===== src/verilog/dbg_pkg.sv =====
// ######################################################################
// shared widths, serial timing, command codes and state encodings
// for the debug port; modules pull it in with a wildcard import
// ######################################################################
package dbg_pkg;

    // serial payload and probe
    typedef logic [7:0]  byte_t;
    typedef logic [31:0] probe_word_t;

    localparam int PROBE_BYTES   = 4;
    // kept small so simulation runs fast
    localparam int TICKS_PER_BIT = 8;
    localparam int DUMP_PERIOD   = 2000;

    localparam byte_t CMD_DUMP   = 8'h44;
    localparam byte_t CMD_PAUSE  = 8'h50;
    localparam byte_t CMD_RESUME = 8'h52;
    localparam byte_t NEWLINE    = 8'h0A;

    // counter widths derived from the timing above
    typedef logic [$clog2(TICKS_PER_BIT)-1:0] tick_t;
    typedef logic [2:0]                       bit_idx_t;
    typedef logic [$clog2(DUMP_PERIOD)-1:0]   period_cnt_t;
    typedef logic [$clog2(PROBE_BYTES):0]     byte_cnt_t;

    typedef enum logic [1:0] {RX_IDLE, RX_START, RX_DATA, RX_STOP} rx_state_e;
    typedef enum logic [1:0] {TX_IDLE, TX_START, TX_DATA, TX_STOP} tx_state_e;
    typedef enum logic [1:0] {SEQ_IDLE, SEQ_LOAD, SEQ_SEND, SEQ_WAIT} seq_state_e;

    // one-cycle command pulses from the decoder
    typedef struct packed {
        logic dump;
        logic pause;
        logic resume;
    } cmd_t;

endpackage


===== src/verilog/uart_rx.sv =====
// ######################################################################
// 8N1 serial receiver, samples each bit in the middle of its period
// ######################################################################
`timescale 1ns/1ps

module uart_rx
    import dbg_pkg::*;
(
    input  logic  clk_in,
    input  logic  reset,
    input  logic  i_rx,
    output byte_t o_data,
    output logic  o_valid
);

    logic      rx_meta;
    logic      rx_sync;
    rx_state_e state;
    tick_t     tick;
    bit_idx_t  bit_idx;
    byte_t     shreg;

    // two flops against metastability, idle line is high
    always_ff @(posedge clk_in) begin
        if (reset) begin
            rx_meta <= 1'b1;
            rx_sync <= 1'b1;
        end else begin
            rx_meta <= i_rx;
            rx_sync <= rx_meta;
        end
    end

    always_ff @(posedge clk_in) begin
        if (reset) begin
            state   <= RX_IDLE;
            tick    <= '0;
            bit_idx <= '0;
            o_valid <= 1'b0;
        end else begin
            o_valid <= 1'b0;
            tick    <= tick + 1'b1;
            case (state)
                RX_IDLE: begin
                    tick <= '0;
                    if (!rx_sync) begin
                        state <= RX_START;
                    end
                end
                RX_START: begin
                    // half a bit in: confirm the start bit is still low
                    if (tick == tick_t'(TICKS_PER_BIT / 2 - 1)) begin
                        tick    <= '0;
                        bit_idx <= '0;
                        state   <= rx_sync ? RX_IDLE : RX_DATA;
                    end
                end
                RX_DATA: begin
                    if (tick == tick_t'(TICKS_PER_BIT - 1)) begin
                        tick    <= '0;
                        bit_idx <= bit_idx + 1'b1;
                        if (bit_idx == 3'd7) begin
                            state <= RX_STOP;
                        end
                    end
                end
                RX_STOP: begin
                    if (tick == tick_t'(TICKS_PER_BIT - 1)) begin
                        // a low stop bit drops the byte silently
                        o_valid <= rx_sync;
                        state   <= RX_IDLE;
                    end
                end
                default: state <= RX_IDLE;
            endcase
        end
    end

    // data path, LSB arrives first
    always_ff @(posedge clk_in) begin
        if (state == RX_DATA && tick == tick_t'(TICKS_PER_BIT - 1)) begin
            shreg <= {rx_sync, shreg[7:1]};
        end
        if (state == RX_STOP && tick == tick_t'(TICKS_PER_BIT - 1)) begin
            o_data <= shreg;
        end
    end

endmodule


===== src/verilog/uart_tx.sv =====
// ######################################################################
// 8N1 serial transmitter, sends one byte per i_start pulse
// ######################################################################
`timescale 1ns/1ps

module uart_tx
    import dbg_pkg::*;
(
    input  logic  clk_in,
    input  logic  reset,
    input  logic  i_start,
    input  byte_t i_data,
    output logic  o_busy,
    output logic  o_dout
);

    tx_state_e state;
    tick_t     tick;
    bit_idx_t  bit_idx;
    byte_t     shreg;

    assign o_busy = (state != TX_IDLE);

    always_ff @(posedge clk_in) begin
        if (reset) begin
            state   <= TX_IDLE;
            tick    <= '0;
            bit_idx <= '0;
            o_dout  <= 1'b1;
        end else begin
            tick <= tick + 1'b1;
            case (state)
                TX_IDLE: begin
                    tick <= '0;
                    if (i_start) begin
                        o_dout <= 1'b0;
                        state  <= TX_START;
                    end
                end
                TX_START: begin
                    if (tick == tick_t'(TICKS_PER_BIT - 1)) begin
                        bit_idx <= '0;
                        o_dout  <= shreg[0];
                        state   <= TX_DATA;
                    end
                end
                TX_DATA: begin
                    if (tick == tick_t'(TICKS_PER_BIT - 1)) begin
                        bit_idx <= bit_idx + 1'b1;
                        if (bit_idx == 3'd7) begin
                            o_dout <= 1'b1;
                            state  <= TX_STOP;
                        end else begin
                            o_dout <= shreg[1];
                        end
                    end
                end
                TX_STOP: begin
                    // line already high, busy drops at the end of the stop bit
                    if (tick == tick_t'(TICKS_PER_BIT - 1)) begin
                        state <= TX_IDLE;
                    end
                end
                default: state <= TX_IDLE;
            endcase
        end
    end

    always_ff @(posedge clk_in) begin
        if (state == TX_IDLE && i_start) begin
            shreg <= i_data;
        end else if (state == TX_DATA && tick == tick_t'(TICKS_PER_BIT - 1)) begin
            shreg <= shreg >> 1;
        end
    end

endmodule


===== src/verilog/dbg_cmd_decode.sv =====
// ######################################################################
// turns received command bytes into dump, pause and resume pulses
// ######################################################################
`timescale 1ns/1ps

module dbg_cmd_decode
    import dbg_pkg::*;
(
    input  logic  clk_in,
    input  logic  reset,
    input  byte_t i_byte,
    input  logic  i_valid,
    output cmd_t  o_cmd
);

    cmd_t cmd_next;

    // unknown bytes fall through with no pulse
    always_comb begin
        cmd_next = '0;
        if (i_valid) begin
            case (i_byte)
                CMD_DUMP:   cmd_next.dump   = 1'b1;
                CMD_PAUSE:  cmd_next.pause  = 1'b1;
                CMD_RESUME: cmd_next.resume = 1'b1;
                default:    cmd_next = '0;
            endcase
        end
    end

    // pulses come out one cycle after i_valid
    always_ff @(posedge clk_in) begin
        if (reset) begin
            o_cmd <= '0;
        end else begin
            o_cmd <= cmd_next;
        end
    end

endmodule


===== src/verilog/dbg_dump_seq.sv =====
// ######################################################################
// dump sequencer: period counter, enable flag and frame FSM
// snapshots the probe and feeds it byte by byte to the transmitter
// ######################################################################
`timescale 1ns/1ps

module dbg_dump_seq
    import dbg_pkg::*;
(
    input  logic        clk_in,
    input  logic        reset,
    input  cmd_t        i_cmd,
    input  probe_word_t i_probe,
    input  logic        i_tx_busy,
    output logic        o_tx_start,
    output byte_t       o_tx_data,
    output logic        o_dump_active
);

    seq_state_e  state;
    period_cnt_t period_cnt;
    logic        enable;
    logic        wrap;
    logic        trigger;
    logic        close;
    byte_cnt_t   byte_cnt;
    probe_word_t snap;
    byte_t       next_byte;

    assign wrap    = (period_cnt == period_cnt_t'(DUMP_PERIOD - 1));
    assign trigger = i_cmd.dump || (wrap && enable);

    // active from the snapshot until the newline has gone out
    assign o_dump_active = (state != SEQ_IDLE);

    // top byte first, newline once the data bytes are used up
    always_comb begin
        next_byte = NEWLINE;
        if (!close) begin
            next_byte = snap[8 * (byte_cnt - 1'b1) +: 8];
        end
    end

    // period counter runs regardless of enable
    always_ff @(posedge clk_in) begin
        if (reset) begin
            period_cnt <= '0;
            enable     <= 1'b1;
        end else begin
            period_cnt <= wrap ? '0 : period_cnt + 1'b1;
            if (i_cmd.pause) begin
                enable <= 1'b0;
            end else if (i_cmd.resume) begin
                enable <= 1'b1;
            end
        end
    end

    always_ff @(posedge clk_in) begin
        if (reset) begin
            state      <= SEQ_IDLE;
            close      <= 1'b0;
            byte_cnt   <= '0;
            o_tx_start <= 1'b0;
        end else begin
            case (state)
                SEQ_IDLE: begin
                    // triggers outside idle are simply lost
                    if (trigger) begin
                        byte_cnt <= byte_cnt_t'(PROBE_BYTES);
                        close    <= 1'b0;
                        state    <= SEQ_LOAD;
                    end
                end
                SEQ_LOAD: begin
                    if (byte_cnt == '0) begin
                        close <= 1'b1;
                    end
                    state <= SEQ_SEND;
                end
                SEQ_SEND: begin
                    if (!i_tx_busy) begin
                        o_tx_start <= 1'b1;
                        state      <= SEQ_WAIT;
                    end
                end
                SEQ_WAIT: begin
                    // busy only rises after the start pulse, so skip that cycle
                    if (o_tx_start) begin
                        o_tx_start <= 1'b0;
                    end else if (!i_tx_busy) begin
                        if (close) begin
                            close <= 1'b0;
                            state <= SEQ_IDLE;
                        end else begin
                            byte_cnt <= byte_cnt - 1'b1;
                            state    <= SEQ_LOAD;
                        end
                    end
                end
                default: state <= SEQ_IDLE;
            endcase
        end
    end

    // snapshot and outgoing byte
    always_ff @(posedge clk_in) begin
        if (state == SEQ_IDLE && trigger) begin
            snap <= i_probe;
        end
        if (state == SEQ_SEND && !i_tx_busy) begin
            o_tx_data <= next_byte;
        end
    end

endmodule


===== src/verilog/dbg_port_top.sv =====
// ######################################################################
// debug port top: serial commands in, probe snapshot frames out
// ######################################################################
`timescale 1ns/1ps

module dbg_port_top
    import dbg_pkg::*;
(
    input  logic        clk_in,
    input  logic        reset,
    input  logic        i_rx,
    input  probe_word_t i_probe,
    output logic        o_tx,
    output byte_t       o_cmd_byte,
    output logic        o_cmd_valid,
    output logic        o_dump_active
);

    byte_t rx_byte;
    logic  rx_valid;
    cmd_t  cmd;
    logic  tx_start;
    byte_t tx_data;
    logic  tx_busy;

    // every received byte is also shown at the top
    assign o_cmd_byte  = rx_byte;
    assign o_cmd_valid = rx_valid;

    uart_rx i_uart_rx (
        .clk_in (clk_in),
        .reset  (reset),
        .i_rx   (i_rx),
        .o_data (rx_byte),
        .o_valid(rx_valid)
    );

    dbg_cmd_decode i_dbg_cmd_decode (
        .clk_in (clk_in),
        .reset  (reset),
        .i_byte (rx_byte),
        .i_valid(rx_valid),
        .o_cmd  (cmd)
    );

    dbg_dump_seq i_dbg_dump_seq (
        .clk_in       (clk_in),
        .reset        (reset),
        .i_cmd        (cmd),
        .i_probe      (i_probe),
        .i_tx_busy    (tx_busy),
        .o_tx_start   (tx_start),
        .o_tx_data    (tx_data),
        .o_dump_active(o_dump_active)
    );

    uart_tx i_uart_tx (
        .clk_in (clk_in),
        .reset  (reset),
        .i_start(tx_start),
        .i_data (tx_data),
        .o_busy (tx_busy),
        .o_dout (o_tx)
    );

endmodule


===== config.mk =====
export PLATFORM = sky130hd
export DESIGN_NAME = dbg_port_top
export DESIGN_NICKNAME = d
export VERILOG_FILES = /design/src/verilog/dbg_pkg.sv /design/src/verilog/uart_rx.sv /design/src/verilog/uart_tx.sv /design/src/verilog/dbg_cmd_decode.sv /design/src/verilog/dbg_dump_seq.sv /design/src/verilog/dbg_port_top.sv
export SDC_FILE = /design/constraint.sdc
export NUM_CORES = 1
export LEC_CHECK = 0
export ABC_CLOCK_PERIOD_IN_PS = 3300
export BUFFER_PORTS_ARGS = -buffer_cell sky130_fd_sc_hd__buf_4
export CAP_MARGIN = 25
export CORE_MARGIN = 2
export CORE_UTILIZATION = 35
export DETAILED_ROUTE_END_ITERATION = 8
export SKIP_LAST_GASP = 1
export SLEW_MARGIN = 40
export SYNTH_ARGS = -nofsm -noshare
export SYNTH_HDL_FRONTEND = slang
export SYNTH_HIERARCHICAL = 1
export SYNTH_SLANG_ARGS = --single-unit
export TNS_END_PERCENT = 50

===== constraint.sdc =====
create_clock -name clk_in -period 3.3 [get_ports clk_in]
set_clock_uncertainty 0.05 [all_clocks]
set_input_delay 0 -clock clk_in [delete_from_list [all_inputs] [get_ports clk_in]]
set_output_delay 0 -clock clk_in [all_outputs]
set_load 0.03 [all_outputs]

==> run metrics, run 1 <==
ys async rst share 0%; Clock Sink Count 106; Switching Share about 22%; Max VDD drop 0.209 mV; final setup fails 0; Synth Warn # 6; worst-margin pin slew between 700 and 800 ps; Post-Syn Nets roughly 400; Setup crit start kind flop; post-DP HPWL 5350 um; combinational share of power 8.3%; placed cell areas between 5000 and 6000 sq um; largest net degree at the start of global routing 27; Design Power 2740 uW; Worst Hold Class in -> reg; final instance area 5720 sq um; critical path type reg -> reg; GP Congestion 0.769; final critical-path required period 2290 ps; hold_sp i_probe[9]; drt wl/cell around 13 um; Rows 41; Worst Path Max Fanout 21; sink of the worst hold path i_dbg_dump_seq/snap[9]; status finished, final reports clean; number of H-tree levels 3; Hold-fix buffers, CTS 34; reg2reg end i_dbg_dump_seq/snap[28]; NetSw a little over 600 uW; Pwr per Cell Area 479 nW/um^2; vias in the first global route 2835; Internal around 2100 uW; FILL cells approximately 1.2k; CP required 3280 ps; Yosys top cell area share 42.3%; DRT iter0 DRCs 81; RR Startpoint i_dbg_dump_seq/period_cnt[0]; clk buf depth 2; Reg clk slew, reported paths 70 ps; Horiz. Die Dim about 120 um; area leader, netlist edfxtp_1; DRT Pass-1 Iters 4; final setup TNS 0 ps; first-pass GRT wire length 13400 um; GR Overflow Total 0; IO Port Bufs 45; nets 482; final antenna-violating net count 0; flop-to-flop setup slack 1010 ps; GRT Total Usage 12.1%; IO Pins 46; Slew Viols, Final 0; Cells after Synth ~340; WL final 7900 um; Bufs and invs on worst path 1; Leak 0.00211 uW; Die Ht 118 um; initial antenna violation count 0; Avg Synthesized Cell Area 13.4 sq um; post-synth design cell area 4540 sq um; Worst path slowest cell nor2_2; EDFF count, synth 64; number of remaining DRC errors 0; number of CTS-inserted buffers 9; Seq/Total Area, Yosys 60.8%; die footprint 13900 sq um; final hold vios 0; delay-heaviest family, CP simple AND/OR/NAND/NOR gates; Vias/cell approximately 4.8; cells on worst reg2reg path 5; Max stage delay on crit path approximately 520 ps; unrepaired setup endpoints after global routing false; setup bufs post-CTS 0; prevailing post-synth register cell edfxtp_1; number of synthesized register bits 106; Skew-Pair Late Insertion Delay 350 ps; # diodes 0; slew margin rel. between 50% and 60%; crit share post-route 69.3%; Root Buffer clkbuf_16; Flop pwr share 52.3%; CORE AREA 12700 sq um; Max Clk Rate roughly 0.44 GHz; clock network fraction of design power 39.4%; data arrival time of the critical path roughly 2300 ps; Worst Setup End Kind flop; layout cells sized above 1 23.6%; via count roughly 2.9k; Layout area overhead 25.9%; Post-CTS Resized 0; top cells by area, synth edfxtp_1, dfxtp_1, ha_1; Max Cap Viol 0; Distinct cells, synth 63; Hold Path Cell Cnt 2; CTS tree yes; crit path cell chain ha_1 > and3_4 > a41oi_4 > nor2_2 > buf_4; Initial Util 35.9%
final cells by class:
type                            count  area [sq um]  share of cell area (%)
Clock inverter                      6          75.1                    1.31
Clock buffer                       10           229                    4.00
Sequential cell                   106          2760                    48.3
Timing Repair Buffer               81           693                    12.1
Multi-Input combinational cell    201          1650                    28.9
Inverter                           24          90.1                    1.58
Tap cell                          172           215                    3.76
power groups by stage:
stage	clock network [uW]	registers, uW	logic [uW]
after floorplan	0	1460	125
after global placement	0	1460	191
after detailed placement	0	1460	195
after CTS	1120	1430	228
after global routing	1170	1440	253
final	1080	1430	227
worst max path at each step:
stage,to,from,cells past startpoint
2_1_floorplan,i_dbg_dump_seq/snap[0],i_dbg_dump_seq/state[0],5
4_1_cts,i_dbg_dump_seq/snap[20],i_dbg_dump_seq/period_cnt[0],5
3_5_place_dp,i_dbg_dump_seq/snap[20],i_dbg_dump_seq/period_cnt[0],5
6_report,i_dbg_dump_seq/snap[28],i_dbg_dump_seq/period_cnt[0],5
3_3_place_gp,i_dbg_dump_seq/snap[14],i_dbg_dump_seq/period_cnt[0],5
5_1_grt,i_dbg_dump_seq/snap[20],i_dbg_dump_seq/period_cnt[0],5
cells by family (layout without fill, tap and decap cells):
family                     count (synthesis)  count (layout)  share of synthesized area, %
muxes                                     21              21                          7.02
AOI/OAI and AO/OA                         50              50                          8.45
and+or+nand+nor                           99              99                          12.9
xor gates and xnor gates                   7               7                          1.35
DFF                                      106             106                          60.8
buffers and inverters                     31             121                          2.86
adders and majority gates                 24              24                          6.61
per-stage QoR:
stage	hold slack, ps	instances	worst slack [ps]	utilization, %
6_report	313	600	1010	45.1
5_1_grt	303	600	859	45.1
4_1_cts	294	600	967	45.1
3_5_place_dp	129	550	971	40.1
3_3_place_gp	129	550	1080	40.1
2_1_floorplan	14.6	338	388	-
Yosys cell counts (2+ instances only):
| cell | instances |
|---|---|
| nor2b_1 | 11 |
| xor2_1 | 2 |
| xnor2_1 | 5 |
| mux2i_1 | 6 |
| or2_2 | 4 |
| nand2_1 | 20 |
| a31oi_1 | 2 |
| o21a_1 | 3 |
| or3_1 | 3 |
| nor3_1 | 7 |
| o21ai_0 | 10 |
| a21o_2 | 2 |
| buf_2 | 2 |
| inv_1 | 24 |
| nor4_1 | 2 |
| nand3_1 | 7 |
| and3_1 | 4 |
| mux4_2 | 8 |
| mux2_2 | 7 |
| or4b_1 | 2 |
| nor4b_2 | 2 |
| clkbuf_1 | 3 |
| dfxtp_1 | 42 |
| a21oi_2 | 2 |
| edfxtp_1 | 64 |
| nand4_1 | 4 |
| nor2_1 | 20 |
| ha_1 | 24 |
| a22oi_1 | 2 |
| a21oi_1 | 9 |
| o31ai_1 | 2 |
| nand2b_1 | 2 |
per-layer routing:
| metal | vias up | GRT usage (%) | wire [um] |
|---|---|---|---|
| met3 | 16 | 2.76 | 201 |
| met4 | 0 | 6.40 | 216 |
| met2 | 43 | 20.6 | 3950 |
| met5 | - | 0 | 0 |
| met1 | 1385 | 14.1 | 3530 |
| li1 | 1416 | - | - |
registers in the layout, indices dropped and copies added (netlist names), named ones only:
register,flops
i_uart_rx/shreg,8
i_dbg_dump_seq/snap,32
i_uart_rx/o_valid,1
i_uart_tx/bit_idx,3
i_uart_tx/shreg,8
i_dbg_dump_seq/state,2
i_uart_rx/state,1
i_uart_rx/rx_sync,1
i_uart_rx/o_data,8
i_uart_tx/state,2
i_uart_tx/o_dout,1
i_dbg_dump_seq/o_tx_data,8
i_uart_rx/tick,3
i_dbg_dump_seq/byte_cnt,3
i_dbg_dump_seq/close,1
i_uart_rx/bit_idx,3
i_dbg_dump_seq/enable,1
i_uart_rx/rx_meta,1
i_dbg_dump_seq/o_tx_start,1
i_uart_tx/tick,3
i_dbg_cmd_decode/o_cmd,3
i_dbg_dump_seq/period_cnt,11
layout by cell type (no fill, tap or decap), types with 3 or more instances in the layout:
master	Yosys	layout
nor3_1	7	7
a21oi_1	9	9
xnor2_1	5	5
ha_1	24	24
clkbuf_16	0	9
o21ai_0	10	10
edfxtp_1	64	64
mux2_2	7	7
nor2_1	20	19
nor2b_1	11	11
and3_1	4	4
nand3_1	7	7
or2_2	4	4
mux4_2	8	8
buf_4	1	47
dfxtp_1	42	42
or3_1	3	3
nand2_1	20	20
dlygate4sd3_1	0	34
mux2i_1	6	6
inv_1	24	24
o21a_1	3	3
nand4_1	4	4
worst reg2reg max path: cells and delay by family (launching register included):
| kind | cells | cell delay [ps] |
|---|---|---|
| AO/OA/AOI/OAI | 1 | 190 |
| flip-flops | 1 | 370 |
| AND/OR/NAND/NOR | 2 | 760 |
| adder cells (fa/ha/maj) | 1 | 220 |
| buffers and inverters | 1 | 390 |
(Power assumes the default switching activity.)
==> run 2, diff against run 1 <==
--- a/config.mk
+++ b/config.mk
@@ -5,7 +5,7 @@
 export SDC_FILE = /design/constraint.sdc
 export NUM_CORES = 1
 export LEC_CHECK = 0
-export ABC_CLOCK_PERIOD_IN_PS = 3300
+export ABC_CLOCK_PERIOD_IN_PS = 2100
 export BUFFER_PORTS_ARGS = -buffer_cell sky130_fd_sc_hd__buf_4
 export CAP_MARGIN = 25
 export CORE_MARGIN = 2
==> constraint.sdc (replaced) <==
create_clock -name clk_in -period 2.1 [get_ports clk_in]
set_clock_uncertainty 0.05 [all_clocks]
set_input_delay 0 -clock clk_in [delete_from_list [all_inputs] [get_ports clk_in]]
set_output_delay 0 -clock clk_in [all_outputs]
set_load 0.03 [all_outputs]
==> run 2 against run 1 <==
Effect of this change: wire length increased by 2.9%; clock power increased by 56%; non-clock buffer count increased by 3; register-to-register slack got worse by 830 ps; design area increased by 0.50%; cell count increased by 0.33%; combinational power increased by 57%; flip-flop and latch count unchanged; count of clock-buffer cells in the layout unchanged; worst hold slack got worse by 5.8 ps; largest power group unchanged; highest routed layer unchanged.
==> run metrics, run 2 (synthesis gave the netlist of run 1 again) <==
status finished, final reports clean; crit share post-route 91.3% (+22 points); Setup crit end i_dbg_dump_seq/byte_cnt[2]; vias in the first global route 2884 (+1.7%); Root Buffer clkbuf_16; initial antenna violation count 0 (unchanged); first-pass GRT wire length 13800 um (+3.1%); Largest register FFs 32 (unchanged); GRT Total Usage 12.7% (+0.60 points); Pwr per Cell Area 746 nW/um^2 (+56%); reg2reg end i_dbg_dump_seq/byte_cnt[2]; layout cells sized above 1 24.0% (+0.36 points); biggest regs i_dbg_dump_seq/snap (32), i_dbg_dump_seq/period_cnt (11); RR Startpoint i_uart_tx/state[1]; drt wl/cell 13.5 um (+2.5%); worst-margin pin slew 418 ps (-287 ps); Setup crit start kind flop; Post-Route Utilization 45.4% (+0.23 points); CP required 2290 ps (-990 ps); Leak 0.00212 uW (+0.59%); Layout area overhead 26.5%; cells on worst reg2reg path 7 (+2); number of CTS-inserted buffers 9 (unchanged); number of H-tree levels 3 (unchanged); unrepaired setup endpoints after global routing false; slew margin rel. 72.1% (+19 points); commonest non-fill, non-tap cell in the layout edfxtp_1; # diodes 0 (unchanged); DRT iter0 DRCs 103 (+27%); GR Overflow Total 0 (unchanged); CTS tree yes; Max Cap Viol 0 (unchanged); final setup fails 0 (unchanged); Vias/cell 4.68 (-1.9%); Worst Path Max Fanout 6 (-71%); Worst Hold Class in -> reg; GP Congestion 0.759 (-1.3%); Design Power 4290 uW (+57%); Max Clk Rate 0.522 GHz (+19%); final setup TNS 0 ps (unchanged); CORE AREA 12700 sq um (unchanged); post-DP HPWL 5410 um (+1.1%); Clock Sink Count 106 (unchanged); data arrival time of the critical path 2100 ps (-170 ps); final antenna-violating net count 0 (unchanged); Initial Util 35.9% (unchanged); number of remaining DRC errors 0 (unchanged); Max VDD drop 0.431 mV (+110%); final hold vios 0 (unchanged); via count 2815 (-1.6%); flop-to-flop setup slack 180 ps (-830 ps); clk buf depth 2 (unchanged); Slew Viols, Final 0 (unchanged); IO Pins 46 (unchanged); WL final 8130 um (+2.9%); Skew-Pair Late Insertion Delay 350 ps (about the same); DRT Pass-1 Iters 4 (unchanged); largest reg by FF count i_dbg_dump_seq/snap; final critical-path required period 1920 ps (-370 ps); largest net degree at the start of global routing 33 (+22%); IO Port Bufs 45 (unchanged); die footprint 13900 sq um (unchanged); most frequent cells in the layout edfxtp_1, buf_4, dfxtp_1; Rows 41 (unchanged); critical path type reg -> reg; Die Ht 118 um (unchanged); Reg clk slew, reported paths 70 ps (about the same); Hold Path Cell Cnt 2 (unchanged); Worst Setup End Kind flop; Horiz. Die Dim 118 um (unchanged); nets 485 (+0.62%); crit path from i_uart_tx/state[1]
[run 2: cell count changes in the layout (fill, tap and decap cells not counted)]
cell	change
nor2_2	-1
inv_6	+1
buf_4	+2
buf_12	+1
clkinv_4	-1
o21ai_0	-1
inv_8	-1
o21ai_1	+1
nor2_4	+1
[run 2: how the worst min path moves through the flow]
stage	from	end	slack (ps)
after floorplan	reset	i_uart_tx/state[0]	10
after global placement	i_probe[30]	i_dbg_dump_seq/snap[30]	130
after detailed placement	i_probe[5]	i_dbg_dump_seq/snap[5]	130
after CTS	i_probe[9]	i_dbg_dump_seq/snap[9]	290
after global routing	i_probe[13]	i_dbg_dump_seq/snap[13]	300
final	i_probe[7]	i_dbg_dump_seq/snap[7]	310
[run 2: cell type report]
type | instances | area (sq um)
fillers | 1155 | 6920
flip-flops and latches | 106 | 2760
multi-input cells | 201 | 1660
repair buffers | 84 | 728
clock buffers | 10 | 229
well taps | 172 | 215
inverters | 24 | 90.1
clock inverters | 5 | 63.8
[run 2: what timing repair did]
action | 4_1_cts | 5_1_grt
hold buffers | 34 | 0
setup buffers | 0 | 0
endpoints found under the hold margin | 39 | 0
gates resized for setup | 0 | 1
setup endpoints to repair | 0 | 1
[run 2: where the power goes]
| group | internal (uW) | switching, uW | total [uW] |
|---|---|---|---|
| sequential | 2230 | 27.6 | 2250 |
| clock | 928 | 748 | 1680 |
| combinational | 183 | 174 | 357 |
[run 2: stage by stage]
stage               hold slack [ps]  cells  setup WS (ps)  instance area, sq um
floorplan                      14.6    338           54.0                  4550
global placement                129    553            332                  5110
detailed placement              129    553            247                  5110
CTS                             292    602            212                  5750
global route                    302    602           31.8                  5750
finish                          307    602            184                  5750
[run 2: per-layer routing]
| metal | global-route usage [%] | routed length, um | vias to the layer above |
|---|---|---|---|
| met3 | 2.76 | 300 | 16 |
| met2 | 20.8 | 4000 | 51 |
| met4 | 7.83 | 257 | 0 |
| li1 | - | - | 1423 |
| met1 | 15.1 | 3570 | 1325 |
| met5 | 0 | 0 | - |
[run 2: critical path, stage by stage (launching register included)]
cell,delay [ps]
dfxtp_1,430
inv_1,120
ha_1,250
inv_1,160
nor2_1,60
a22oi_1,240
a2111oi_0,120
a2111oi_1,380
==> run 3, diff against run 2 <==
--- a/config.mk
+++ b/config.mk
@@ -5,12 +5,13 @@
 export SDC_FILE = /design/constraint.sdc
 export NUM_CORES = 1
 export LEC_CHECK = 0
-export ABC_CLOCK_PERIOD_IN_PS = 2100
+export ABC_CLOCK_PERIOD_IN_PS = 1900
 export BUFFER_PORTS_ARGS = -buffer_cell sky130_fd_sc_hd__buf_4
 export CAP_MARGIN = 25
 export CORE_MARGIN = 2
 export CORE_UTILIZATION = 35
 export DETAILED_ROUTE_END_ITERATION = 8
+export GPL_TIMING_DRIVEN = 0
 export SKIP_LAST_GASP = 1
 export SLEW_MARGIN = 40
 export SYNTH_ARGS = -nofsm -noshare
==> constraint.sdc (replaced) <==
create_clock -name clk_in -period 1.9 [get_ports clk_in]
set_clock_uncertainty 0.05 [all_clocks]
set_input_delay 0 -clock clk_in [delete_from_list [all_inputs] [get_ports clk_in]]
set_output_delay 0 -clock clk_in [all_outputs]
set_load 0.03 [all_outputs]
==> run 3 against run 2 <==
Effect of this change: sequential power grew 11%; flip-flop and latch count is the same; critical endpoint is now i_dbg_dump_seq/o_tx_data[0]; maximum frequency grew 5.4%.
==> run metrics, run 3 (synthesis gave the netlist of run 1 again) <==
Max stage delay on crit path 360 ps (-70 ps); post-DP HPWL 5340 um (-1.3%); number of CTS-inserted buffers 9 (unchanged); Max Clk Rate 0.550 GHz (+5.4%); DRT Pass-1 Iters 4 (unchanged); nets 495 (+2.1%); GRT Total Usage 12.2% (-0.46 points); biggest regs i_dbg_dump_seq/snap (32), i_dbg_dump_seq/period_cnt (11); clk buf depth 2 (unchanged); commonest non-fill, non-tap cell in the layout edfxtp_1; number of remaining DRC errors 0 (unchanged); slew margin rel. 60.5% (-12 points); Die Ht 118 um (unchanged); worst-margin pin slew 590 ps (+172 ps); CTS tree yes; Hold Path Cell Cnt 2 (unchanged); number of H-tree levels 3 (unchanged); Slew Viols, Final 0 (unchanged); Max VDD drop 0.397 mV (-8.0%); # diodes 0 (unchanged); CP required 2040 ps (-250 ps); drt wl/cell 13.4 um (-0.44%); Design Power 4720 uW (+10%); WL final 8240 um (+1.4%); largest net degree at the start of global routing 19 (-42%); first-pass GRT wire length 13600 um (-1.7%); final hold vios 0 (unchanged); final setup fails 0 (unchanged); GP Congestion 0.745 (-1.9%); Clock Sink Count 106 (unchanged); critical path type reg -> reg; most frequent cells in the layout edfxtp_1, buf_4, dfxtp_1; Worst Path Max Fanout 6 (unchanged); Root Buffer clkbuf_16; Leak 0.00215 uW (+1.5%); Setup crit start kind flop; Worst Setup End Kind flop; vias in the first global route 2864 (-0.69%); die footprint 13900 sq um (unchanged); via count 2897 (+2.9%); Skew-Pair Late Insertion Delay 350 ps (about the same); largest reg by FF count i_dbg_dump_seq/snap; crit share post-route 95.7% (+4.4 points); status finished, final reports clean; DRT iter0 DRCs 138 (+34%); Horiz. Die Dim 118 um (unchanged); Max Cap Viol 0 (unchanged); data arrival time of the critical path 1960 ps (-140 ps); setup ws final 82.0 ps (-102 ps); IO Pins 46 (unchanged); final setup TNS 0 ps (unchanged); Pwr per Cell Area 806 nW/um^2 (+8.0%); crit path cell chain buf_8 > inv_1 > ha_1 > or2_2 > o21a_1 > or2_4 > nor2b_1; cells on worst reg2reg path 7 (unchanged); Reg clk slew, reported paths 70 ps (about the same); Rows 41 (unchanged); Setup WS pre-CTS -295 ps (-541 ps); final critical-path required period 1820 ps (-98.4 ps); Vias/cell 4.73 (+1.1%); initial antenna violation count 0 (unchanged); CORE AREA 12700 sq um (unchanged); unrepaired setup endpoints after global routing true; final antenna-violating net count 0 (unchanged); Layout area overhead 29.0%; Largest register FFs 32 (unchanged); Worst path slowest cell dfxtp_1; Initial Util 35.9% (unchanged); layout cells sized above 1 27.4% (+3.5 points); Worst Hold Class in -> reg; IO Port Bufs 45 (unchanged); GR Overflow Total 0 (unchanged)
==> run 3: metrics by stage <==
stage / util [%] / hold WS [ps] / cell area (sq um) / std cells
global route: 46.3 / 315 / 5860 / 613
detailed placement: 40.3 / 129 / 5110 / 555
CTS: 45.6 / 308 / 5770 / 607
floorplan: - / 14.6 / 4560 / 338
global placement: 40.3 / 130 / 5110 / 555
finish: 46.3 / 321 / 5860 / 613
==> run 3: layout make-up <==
class                   count  area [sq um]
clock buffers              11           233
fillers                  1136          6810
clock inverters             5          57.6
well taps                 172           215
plain buffers               7          55.1
multi-input cells         202          1690
inverters                  24          90.1
repair buffers             86           756
flip-flops and latches    106          2760
==> run 3: final timing paths <==
path	from	endpoint	slack [ps]
worst max-delay path	i_dbg_dump_seq/byte_cnt[0]	i_dbg_dump_seq/o_tx_data[0]	80
worst min-delay path	i_probe[11]	i_dbg_dump_seq/snap[11]	320
worst max register to register	i_dbg_dump_seq/byte_cnt[0]	i_dbg_dump_seq/o_tx_data[0]	80
worst min register to register	i_uart_rx/rx_meta	i_uart_rx/rx_sync	360
==> run 3: per-layer routing <==
layer  wire [um]  part of all wire [%]  up-vias  global-route usage, %
met3         188                   2.3       17                   2.37
li1            -                     -     1444                      -
met5           0                     0        -                      0
met4         215                   2.6        0                   6.33
met1        3740                    45     1402                   14.8
met2        4100                    50       34                   20.6
==> run 3: where the power goes <==
part	leakage [uW]	switching, uW	internal [uW]
sequential	0.000917	26.7	2460
combinational	0.00110	208	213
clock	0.000132	793	1020
==> run 3: critical path: cells and delay by family (launching register included) <==
kind                       cells  cell delay [ps]
DFF                            1              360
buffers and inverters          2              150
adders and majority gates      1              210
AOI/OAI and AO/OA              1              210
and+or+nand+nor                3              700
==> run 3: timing repair <==
item	4_1_cts	5_1_grt
endpoints found under the setup margin	51	38
pin swaps	1	3
cloned	1	0
setup buffers	1	6
endpoints found under the hold margin	43	0
hold buffers	34	0
resized for setup	1	12
